$ cat config.mk
export PLATFORM = sky130hd
export DESIGN_NAME = rom_subsys_top
export DESIGN_NICKNAME = d
export VERILOG_FILES = /design/src/hdl/rom_pkg.sv /design/src/hdl/rom_subsys_top.sv /design/src/hdl/sdram_rd_ctrl.sv /design/src/hdl/rom_slot_arbiter.sv /design/src/hdl/rom_slot_rq.sv
export SDC_FILE = /design/constraint.sdc
export NUM_CORES = 1
export LEC_CHECK = 0
export ABC_CLOCK_PERIOD_IN_PS = 2120
export BUFFER_PORTS_ARGS = -buffer_cell sky130_fd_sc_hd__buf_2
export CORE_UTILIZATION = 45
export CTS_CLUSTER_DIAMETER = 100
export DETAILED_ROUTE_END_ITERATION = 12
export GPL_ROUTABILITY_DRIVEN = 0
export PLACE_DENSITY_LB_ADDON = 0.12
export SYNTH_ARGS = -nofsm -noshare
export SYNTH_HDL_FRONTEND = slang
export SYNTH_SLANG_ARGS = --single-unit
$ cat constraint.sdc
create_clock -name clk -period 2.12 [get_ports clk]
set_input_delay 0 -clock clk [delete_from_list [all_inputs] [get_ports clk]]
set_output_delay 0 -clock clk [all_outputs]
set_load 0.05 [all_outputs]
$ cat src/hdl/rom_pkg.sv
/* Shared types and refresh constants for the ROM access subsystem.
   Imported by every RTL module that needs an SDRAM address or data word. */
`default_nettype none

package rom_pkg;

    // width of a 32-bit word address into the SDRAM
    localparam int SDRAM_AW = 22;

    typedef logic [SDRAM_AW-1:0] sdram_addr_t;
    typedef logic [31:0]         word_t;

    // cycles between the starts of two refresh windows
    localparam int REFRESH_PERIOD = 64;
    // refresh window length, no read is accepted inside it
    localparam int REFRESH_CYCLES = 6;
    // width of the free-running refresh counter
    localparam int REFRESH_CW = $clog2(REFRESH_PERIOD);

endpackage

`default_nettype wire
$ cat src/hdl/rom_subsys_top.sv
/* Top of the ROM access subsystem: three client slots in front,
   a single-strobe memory read port behind. */
`timescale 1ns/1ps
`default_nettype none

module rom_subsys_top #(
    parameter int SLOT0_DW = 8,
    parameter int SLOT1_DW = 16,
    parameter int SLOT2_DW = 32,
    parameter int SLOT0_AW = 10,
    parameter int SLOT1_AW = 9,
    parameter int SLOT2_AW = 8,
    parameter rom_pkg::sdram_addr_t SLOT0_OFFSET = 22'h000000,
    parameter rom_pkg::sdram_addr_t SLOT1_OFFSET = 22'h001000,
    parameter rom_pkg::sdram_addr_t SLOT2_OFFSET = 22'h002000
) (
    input  logic                 clk,
    input  logic                 rst,
    input  logic [SLOT0_AW-1:0]  slot0_addr,
    input  logic [SLOT1_AW-1:0]  slot1_addr,
    input  logic [SLOT2_AW-1:0]  slot2_addr,
    input  logic                 slot0_cs,
    input  logic                 slot1_cs,
    input  logic                 slot2_cs,
    output logic [SLOT0_DW-1:0]  slot0_dout,
    output logic [SLOT1_DW-1:0]  slot1_dout,
    output logic [SLOT2_DW-1:0]  slot2_dout,
    output logic                 slot0_ok,
    output logic                 slot1_ok,
    output logic                 slot2_ok,
    output logic                 mem_rd,
    output rom_pkg::sdram_addr_t mem_addr,
    input  logic                 mem_valid,
    input  rom_pkg::word_t       mem_data
);
    import rom_pkg::*;

    // arbiter to read controller handshake
    logic        sdram_req;
    logic        sdram_ack;
    sdram_addr_t sdram_addr;
    logic        data_rdy;
    word_t       data_read;

    rom_slot_arbiter #(
        .SLOT0_DW     (SLOT0_DW),
        .SLOT1_DW     (SLOT1_DW),
        .SLOT2_DW     (SLOT2_DW),
        .SLOT0_AW     (SLOT0_AW),
        .SLOT1_AW     (SLOT1_AW),
        .SLOT2_AW     (SLOT2_AW),
        .SLOT0_OFFSET (SLOT0_OFFSET),
        .SLOT1_OFFSET (SLOT1_OFFSET),
        .SLOT2_OFFSET (SLOT2_OFFSET)
    ) arbiter_i (
        .clk        (clk),
        .rst        (rst),
        .slot0_addr (slot0_addr),
        .slot1_addr (slot1_addr),
        .slot2_addr (slot2_addr),
        .slot0_cs   (slot0_cs),
        .slot1_cs   (slot1_cs),
        .slot2_cs   (slot2_cs),
        .slot0_dout (slot0_dout),
        .slot1_dout (slot1_dout),
        .slot2_dout (slot2_dout),
        .slot0_ok   (slot0_ok),
        .slot1_ok   (slot1_ok),
        .slot2_ok   (slot2_ok),
        .sdram_ack  (sdram_ack),
        .sdram_req  (sdram_req),
        .sdram_addr (sdram_addr),
        .data_rdy   (data_rdy),
        .data_read  (data_read)
    );

    sdram_rd_ctrl ctrl_i (
        .clk        (clk),
        .rst        (rst),
        .sdram_req  (sdram_req),
        .sdram_addr (sdram_addr),
        .sdram_ack  (sdram_ack),
        .data_rdy   (data_rdy),
        .data_read  (data_read),
        .mem_rd     (mem_rd),
        .mem_addr   (mem_addr),
        .mem_valid  (mem_valid),
        .mem_data   (mem_data)
    );

endmodule

`default_nettype wire

$ cat src/hdl/sdram_rd_ctrl.sv
/* Read controller between the slot arbiter and the external memory port.
   One read in flight; new reads are held off during refresh windows. */
`timescale 1ns/1ps
`default_nettype none

module sdram_rd_ctrl (
    input  logic                 clk,
    input  logic                 rst,
    input  logic                 sdram_req,
    input  rom_pkg::sdram_addr_t sdram_addr,
    output logic                 sdram_ack,
    output logic                 data_rdy,
    output rom_pkg::word_t       data_read,
    output logic                 mem_rd,
    output rom_pkg::sdram_addr_t mem_addr,
    input  logic                 mem_valid,
    input  rom_pkg::word_t       mem_data
);
    import rom_pkg::*;

    typedef enum logic {
        ST_IDLE,
        ST_WAIT
    } state_t;

    state_t                state;
    logic [REFRESH_CW-1:0] ref_cnt;
    logic                  in_refresh;
    logic                  accept;

    // free-running counter, zero in the first cycle after reset
    always_ff @(posedge clk or posedge rst) begin
        if (rst) begin
            ref_cnt <= '0;
        end else if (ref_cnt == REFRESH_CW'(REFRESH_PERIOD - 1)) begin
            ref_cnt <= '0;
        end else begin
            ref_cnt <= ref_cnt + 1'b1;
        end
    end

    // refresh occupies the first cycles of every period
    assign in_refresh = ref_cnt < REFRESH_CW'(REFRESH_CYCLES);

    assign accept    = (state == ST_IDLE) && sdram_req && !in_refresh;
    assign sdram_ack = accept;
    assign mem_rd    = accept;
    assign mem_addr  = sdram_addr;

    always_ff @(posedge clk or posedge rst) begin
        if (rst) begin
            state    <= ST_IDLE;
            data_rdy <= 1'b0;
        end else begin
            data_rdy <= 1'b0;
            case (state)
                ST_IDLE: begin
                    if (accept) begin
                        state <= ST_WAIT;
                    end
                end
                ST_WAIT: begin
                    // refresh may start meanwhile, the pending read still completes
                    if (mem_valid) begin
                        data_rdy <= 1'b1;
                        state    <= ST_IDLE;
                    end
                end
                default: begin
                    state <= ST_IDLE;
                end
            endcase
        end
    end

    // returned word, valid together with data_rdy
    always_ff @(posedge clk) begin
        if (mem_valid) begin
            data_read <= mem_data;
        end
    end

endmodule

`default_nettype wire

$ cat src/hdl/rom_slot_arbiter.sv
/* Three cached ROM slots sharing one SDRAM read path.
   Fixed priority, slot 0 wins; one slot is served per read. */
`timescale 1ns/1ps
`default_nettype none

module rom_slot_arbiter #(
    parameter int SLOT0_DW = 8,
    parameter int SLOT1_DW = 16,
    parameter int SLOT2_DW = 32,
    parameter int SLOT0_AW = 10,
    parameter int SLOT1_AW = 9,
    parameter int SLOT2_AW = 8,
    parameter rom_pkg::sdram_addr_t SLOT0_OFFSET = '0,
    parameter rom_pkg::sdram_addr_t SLOT1_OFFSET = '0,
    parameter rom_pkg::sdram_addr_t SLOT2_OFFSET = '0
) (
    input  logic                 clk,
    input  logic                 rst,
    input  logic [SLOT0_AW-1:0]  slot0_addr,
    input  logic [SLOT1_AW-1:0]  slot1_addr,
    input  logic [SLOT2_AW-1:0]  slot2_addr,
    input  logic                 slot0_cs,
    input  logic                 slot1_cs,
    input  logic                 slot2_cs,
    output logic [SLOT0_DW-1:0]  slot0_dout,
    output logic [SLOT1_DW-1:0]  slot1_dout,
    output logic [SLOT2_DW-1:0]  slot2_dout,
    output logic                 slot0_ok,
    output logic                 slot1_ok,
    output logic                 slot2_ok,
    input  logic                 sdram_ack,
    output logic                 sdram_req,
    output rom_pkg::sdram_addr_t sdram_addr,
    input  logic                 data_rdy,
    input  rom_pkg::word_t       data_read
);
    import rom_pkg::*;

    logic [2:0]  req;
    logic [2:0]  slot_sel;
    logic [2:0]  active;
    logic [2:0]  next_sel;
    logic        rearb;
    sdram_addr_t rq_addr0;
    sdram_addr_t rq_addr1;
    sdram_addr_t rq_addr2;
    sdram_addr_t next_addr;

    rom_slot_rq #(.DW(SLOT0_DW), .AW(SLOT0_AW), .OFFSET(SLOT0_OFFSET)) slot0_i (
        .clk        (clk),
        .rst        (rst),
        .addr       (slot0_addr),
        .cs         (slot0_cs),
        .we         (slot_sel[0]),
        .din        (data_read),
        .din_ok     (data_rdy),
        .sdram_addr (rq_addr0),
        .req        (req[0]),
        .dout       (slot0_dout),
        .data_ok    (slot0_ok)
    );

    rom_slot_rq #(.DW(SLOT1_DW), .AW(SLOT1_AW), .OFFSET(SLOT1_OFFSET)) slot1_i (
        .clk        (clk),
        .rst        (rst),
        .addr       (slot1_addr),
        .cs         (slot1_cs),
        .we         (slot_sel[1]),
        .din        (data_read),
        .din_ok     (data_rdy),
        .sdram_addr (rq_addr1),
        .req        (req[1]),
        .dout       (slot1_dout),
        .data_ok    (slot1_ok)
    );

    rom_slot_rq #(.DW(SLOT2_DW), .AW(SLOT2_AW), .OFFSET(SLOT2_OFFSET)) slot2_i (
        .clk        (clk),
        .rst        (rst),
        .addr       (slot2_addr),
        .cs         (slot2_cs),
        .we         (slot_sel[2]),
        .din        (data_read),
        .din_ok     (data_rdy),
        .sdram_addr (rq_addr2),
        .req        (req[2]),
        .dout       (slot2_dout),
        .data_ok    (slot2_ok)
    );

    // the slot just served still shows req in the data_rdy cycle, skip it
    assign active = req & ~slot_sel;
    assign rearb  = (slot_sel == 3'b000) || data_rdy;

    always_comb begin
        next_sel  = 3'b000;
        next_addr = rq_addr0;
        if (active[0]) begin
            next_sel = 3'b001;
        end else if (active[1]) begin
            next_sel  = 3'b010;
            next_addr = rq_addr1;
        end else if (active[2]) begin
            next_sel  = 3'b100;
            next_addr = rq_addr2;
        end
    end

    always_ff @(posedge clk or posedge rst) begin
        if (rst) begin
            sdram_req <= 1'b0;
            slot_sel  <= 3'b000;
        end else if (rearb) begin
            sdram_req <= |active;
            slot_sel  <= next_sel;
        end else if (sdram_ack) begin
            sdram_req <= 1'b0;
        end
    end

    always_ff @(posedge clk) begin
        if (rearb) begin
            sdram_addr <= next_addr;
        end
    end

endmodule

`default_nettype wire

$ cat src/hdl/rom_slot_rq.sv
/* One ROM client slot with a single-word cache.
   Raises req on a miss and serves 8, 16 or 32-bit lanes of the cached word. */
`timescale 1ns/1ps
`default_nettype none

module rom_slot_rq #(
    parameter int DW = 8,
    parameter int AW = 10,
    parameter rom_pkg::sdram_addr_t OFFSET = '0
) (
    input  logic                 clk,
    input  logic                 rst,
    input  logic [AW-1:0]        addr,
    input  logic                 cs,
    input  logic                 we,
    input  rom_pkg::word_t       din,
    input  logic                 din_ok,
    output rom_pkg::sdram_addr_t sdram_addr,
    output logic                 req,
    output logic [DW-1:0]        dout,
    output logic                 data_ok
);
    import rom_pkg::*;

    // number of low address bits that pick a lane inside the word
    localparam int SH = (DW == 8) ? 2 : (DW == 16) ? 1 : 0;

    sdram_addr_t word_addr;
    sdram_addr_t tag;
    word_t       cache;
    logic        valid;
    logic        hit;
    logic        fill;

    // slot address counts DW-bit units, scale down to 32-bit words
    assign word_addr  = OFFSET + sdram_addr_t'(addr >> SH);
    assign sdram_addr = word_addr;

    assign hit     = valid && (tag == word_addr);
    assign data_ok = cs && hit;

    // only the slot selected by the arbiter takes the returned word
    assign fill = we && din_ok;

    always_ff @(posedge clk or posedge rst) begin
        if (rst) begin
            valid <= 1'b0;
            req   <= 1'b0;
        end else begin
            if (fill) begin
                valid <= 1'b1;
                req   <= 1'b0;
            end else begin
                // keep asking while the client waits on a missing word
                req <= cs && !hit;
            end
        end
    end

    always_ff @(posedge clk) begin
        if (fill) begin
            cache <= din;
            tag   <= word_addr;
        end
    end

    // little-endian lane selection
    generate
        if (SH == 0) begin : g_full
            assign dout = cache;
        end else begin : g_lane
            logic [SH-1:0] lane;

            assign lane = addr[SH-1:0];
            assign dout = cache[lane*DW +: DW];
        end
    endgenerate

endmodule

`default_nettype wire

# Yosys cells after proc, flatten, opt, wreduce, memory -nomap -nowiden
# Cells that the tools add are included.
dict set report word_totals {
  out_inout_bits 82
  register_bits 220
  inputBits 65
  word_cells 72
}
dict set report op_classes {
  n_bitwise 3
  n_eq_ne 4
  n_lt_le_gt_ge 1
  n_mux 17
  shifts 2
  n_addsub 3
  reduce_logical 22
}
# op count
set op_table {}
lappend op_table {{$shiftx A32 B6 Y16} 1}
lappend op_table {{$shiftx A32 B6 Y8} 1}
lappend op_table {{$mux W15} 2}
lappend op_table {{$eq A22 B14 Y1} 1}
lappend op_table {{$eq A22 B15 Y1} 1}
lappend op_table {{$add A14 B8 Y15 const A} 1}
lappend op_table {{$add A13 B8 Y14 const A} 1}
lappend op_table {{$logic_and A1 B1 Y1} 14}
lappend op_table {{$mux W1} 9}
lappend op_table {{$mux W3} 3}
lappend op_table {{$eq A8 B8 Y1} 1}
lappend op_table {{$mux W8} 1}
lappend op_table {{$add A6 B1 Y6 const B} 1}
lappend op_table {{$eq A6 B6 Y1 const B} 1}
lappend op_table {{$lt A6 B3 Y1 const B} 1}
lappend op_table {{$mux W6} 1}
lappend op_table {{$logic_not A1 Y1} 4}
lappend op_table {{$and A3 B3 Y3} 1}
lappend op_table {{$logic_not A3 Y1} 1}
lappend op_table {{$not A3 Y3} 1}
lappend op_table {{$reduce_or A3 Y1} 1}
lappend op_table {{$pmux W1 S2} 1}
lappend op_table {{$reduce_bool A2 Y1} 1}
lappend op_table {{$logic_or A1 B1 Y1} 1}
lappend op_table {{$not A1 Y1} 1}

# Longest topological paths before layout
dict set report depth {
  ltp_word 6
  mapped_depth 4
  depth_no_buf 4
}

# Cells and area by module
# Synthesis repeated with hierarchy kept, for this count alone.
dict set report unflattened {
  cells_unflattened 461
  area_unflattened_um2 7943.9
}
# mod cells_per_inst area_per_inst_um2 seq_area_each_um2 instances
set modules_own_cells {}
lappend modules_own_cells {{rom_slot_rq at arbiter_i.slot1_i} 102 1796.7 1251.2 1}
lappend modules_own_cells {{rom_slot_rq at arbiter_i.slot0_i} 93 1740.4 1251.2 1}
lappend modules_own_cells {{rom_slot_rq at arbiter_i.slot2_i} 84 1547.7 1251.2 1}
lappend modules_own_cells {sdram_rd_ctrl 84 1495.2 1161.1 1}
lappend modules_own_cells {rom_slot_arbiter 98 1363.8 760.7 1}

# Worst setup path before layout
# No wires, ideal clock.
dict set report synth_path {
  path_kind {reg-to-output}
  startpoint {reg arbiter_i.slot0_i.tag[4]}
  endpoint {out slot0_ok}
  n_path_buf 0
  stages_incl_launch_ff 4
  t_arrival_ns 2.165
  setup_slack_ns -0.045
  required_ns 2.120
  cell_sequence {edfxtp_1 xnor2_1 nand4_1 nor4_1}
}
dict set report synth_via {
  elab_chain_cells 3
}
# item line_no
set synth_lines {}
lappend synth_lines {{from (decl)} rom_slot_rq.sv:29} ;# sdram_addr_t tag;
lappend synth_lines {{from (signal assigned)} rom_slot_rq.sv:63} ;# tag <= word_addr;
lappend synth_lines {{$eq A8 B8 Y1} rom_slot_rq.sv:39} ;# assign hit = valid && (tag == word_addr);
lappend synth_lines {{$logic_and A1 B1 Y1} rom_slot_rq.sv:39}
lappend synth_lines {{$logic_and A1 B1 Y1} rom_slot_rq.sv:40} ;# assign data_ok = cs && hit;
lappend synth_lines {{to (decl)} rom_subsys_top.sv:28} ;# output logic slot0_ok,
# Every way passes these cells.

# Final worst setup path
dict set report layout_path {
  startpoint {reg arbiter_i.slot1_i.tag[5]}
  endpoint {out slot1_ok}
}
dict set report layout_via {
  elab_chain_cells 3
}
# item line_no
set layout_lines {}
lappend layout_lines {{from (decl)} rom_slot_rq.sv:29}
lappend layout_lines {{from (signal assigned)} rom_slot_rq.sv:63}
lappend layout_lines {{$eq A22 B14 Y1} rom_slot_rq.sv:39}
lappend layout_lines {{$logic_and A1 B1 Y1} rom_slot_rq.sv:39}
lappend layout_lines {{$logic_and A1 B1 Y1} rom_slot_rq.sv:40}
lappend layout_lines {{to (decl)} rom_subsys_top.sv:29} ;# output logic slot1_ok,
# Every way passes these cells.

==> results_dict.tcl <==
set metrics [dict create \
    leakage_nw 3.28 \
    reg2reg_to "arbiter_i.slot1_i.cache[22]" \
    dp_hpwl_mm 8.56 \
    ys_warn_count 0 \
    grt_max_degree 33 \
    syn_area_um2 6620 \
    clk_pin_slew_worst_paths_ps 60 \
    synth_area_leader_cell "edfxtp_1" \
    final_core_util 0.617 \
    worst_slew_pin_slew_ps 716 \
    multiInputGateArea_um2 1180 \
    finalSetupTns_ps 0 \
    fillers 1069 \
    r2r_cells 2 \
    finalCriticalPeriod_ps 1830 \
    ys_seq_area_frac 0.803 \
    post_cts.repair.setup_buffers 0 \
    cts_tree "yes" \
    register_area_um2 5320 \
    post-synth-top-count-cell "edfxtp_1" \
    wl_mm 12.7 \
    slew_violations 0 \
    dieArea_um2 15200 \
    grt_use_total 0.178 \
    rrSetupSlack_ps 600 \
    firstDrtPassIters 4 \
    path_class "flip-flop to primary output" \
    core-area_um2 14100 \
    synth-seq-cells 180 \
    syn_area_per_cell_um2 19.8 \
    synth_common_cells "edfxtp_1, xnor2_1, dfrtp_1, mux2_2, buf_4" \
    worstSetupStartpointType "flip-flop" \
    synth_flop_cell "edfxtp_1" \
    powerDensity_nw_per_um2 1140 \
    cts.path.max_buffers 2 \
    pin_count 147 \
    route.detailed.drc 0 \
    htree_levels 4 \
    fin_nets 611 \
    finalSetupViolCount 0 \
    async_flop_share 0.100 \
    status "finished clean" \
    ctsRootBufferMaster "clkbuf_16" \
    vias 3586 \
    peakVddDrop_v 0.000638 \
    wl_per_cell_um 17.2 \
    end_kind "primary output" \
    dpl_cell_area_um2 7500 \
    final_cell_area_um2 8700 \
    cts_resized 0 \
    synthDistinctLibCells 43 \
    critPathRequiredTime_ps 2120 \
    startpoint "arbiter_i.slot1_i.tag[5]" \
    hold_viol_final 0 \
    dr.first_iter.drc_count 249 \
    synthCells 334 \
    cp_max_fo 2 \
    grt_pass1_wl_mm 19.2 \
    yosysTopAreaCellShare 0.735 \
    initial_core_util 0.469 \
    clock_sinks 180 \
    fmax_mhz 546 \
    hp-class "primary input to flip-flop" \
    antenna_found_initial 0 \
    worst_r2r_startpoint "ctrl_i.data_rdy" \
    cap_viol_max_count 0 \
    portBuffers 134 \
    row_count 43 \
    grt_pass1_vias 3621 \
    slew_headroom 0.522 \
    rsz0062_at_grt "no" \
    ant_nets 0 \
    die_w_um 123 \
    synth_enable_flop_cells 162 \
    cp_data_arrival_time_ps 1830 \
    n_antenna_cell 0 \
    areaGrowthSynthToFinish_pct 31.5 \
    clk_latency_ps 420 \
    avgViaCountPerCell 4.86 \
    cts-buffers-inserted 17 \
    synth_area_leaders "edfxtp_1, dfrtp_1, xnor2_1" \
    die_y_um 123 \
    crit_path_end "slot1_ok" \
    grt.overflow.total 0 \
    skew_ps 7.28 \
    drive_gt1_frac 0.391 \
    finalCritPeriodShare 0.864 \
]
==> logic make-up (layout without fill, tap and decap cells) <==
kind of cell / Yosys count / count (layout) / synth area share
AOI/OAI and AO/OA: 22 / 22 / 0.0293
xor gates and xnor gates: 26 / 26 / 0.0344
adders and majority gates: 1 / 1 / 0.00189
and+or+nand+nor: 50 / 50 / 0.0467
other: 1 / 12 / 0.000567
muxes: 26 / 26 / 0.0577
buffers and inverters: 28 / 241 / 0.0261
DFF: 180 / 180 / 0.803
==> worst max-delay path, cell delays in order, from the launching register on <==
cell      delay (ps)
edfxtp_1         380
xnor2_1          150
nand3_1          120
nor4_1           410
buf_2            350
==> layout make-up <==
type / instances / area share
clock buffers: 24 / 0.0576
clock inverters: 8 / 0.0114
inverters: 10 / 0.00431
multi-input cells: 137 / 0.135
flip-flops and latches: 180 / 0.611
well taps: 180 / 0.0259
repair buffers: 199 / 0.155
==> repair_timing <==
| action | in CTS | in global routing |
|---|---|---|
| setup endpoints to repair | 0 | 0 |
| hold buffers | 60 | 0 |
| endpoints found under the hold margin | 85 | 0 |
==> cell usage in the layout, fill, tap and decap left out, types with 2 or more instances in the layout <==
master,instances
edfxtp_1,162
buf_2,134
dlygate4sd3_1,60
xnor2_1,25
dfrtp_1,18
mux2_2,17
clkbuf_16,17
conb_1,12
inv_1,9
mux4_2,8
and3_2,8
a221o_1,8
nor2_1,7
nand3_1,6
nand2_1,5
clkbuf_8,5
o21ai_0,4
nand4_1,4
and2_2,3
o31a_1,3
or2_2,3
clkinv_2,3
buf_12,3
nor3_1,2
and2_1,2
nor4_1,2
clkbuf_1,2
clkinvlp_4,2
bufinv_16,2
buf_4,2
==> metal layers <==
metal / GRT usage / vias to the layer above / wire (um)
met2: 0.287 / 102 / 6410
met1: 0.228 / 1779 / 5470
met5: 0 / - / 0
met4: 0.0655 / 0 / 149
met3: 0.0554 / 13 / 639
li1: - / 1692 / -
==> flip-flops by register name, summed over array words and instances (netlist names), 6 cells and up <==
name                     cells
ctrl_i.data_read            32
arbiter_i.sdram_addr        10
arbiter_i.slot0_i.tag        8
arbiter_i.slot0_i.cache     32
arbiter_i.slot1_i.tag        8
ctrl_i.ref_cnt               6
arbiter_i.slot2_i.dout      32
arbiter_i.slot2_i.tag        8
arbiter_i.slot1_i.cache     32
==> power by group <==
group	total, mW	leakage, nW	switching [mW]	internal, mW
Sequential	4.69	1.71	0.199	4.49
Combinational	2.09	1.28	1.47	0.624
Clock	3.13	0.292	1.24	1.89
==> metrics by stage <==
stage / total power [mW] / setup slack (ps) / cells / hold WS [ps]
floorplan: 6.26 / 13.3 / 345 / -61.4
global placement: 6.74 / 612 / 646 / 161
detailed placement: 6.79 / 588 / 646 / 163
CTS: 10.0 / 219 / 738 / 32.6
global route: 10.3 / 76.9 / 738 / 36.9
finish: 9.91 / 288 / 738 / 36.7
==> worst min-delay path by stage <==
stage,startpoint,end,cells past startpoint
5_1_grt,mem_valid,ctrl_i.data_read[22],1
4_1_cts,mem_valid,ctrl_i.data_read[22],1
3_5_place_dp,rst,ctrl_i.ref_cnt[5],2
6_report,mem_valid,ctrl_i.data_read[22],1
2_1_floorplan,rst,arbiter_i.sdram_req,1
3_3_place_gp,rst,ctrl_i.ref_cnt[3],2
Power figures use the tool's default switching activity.
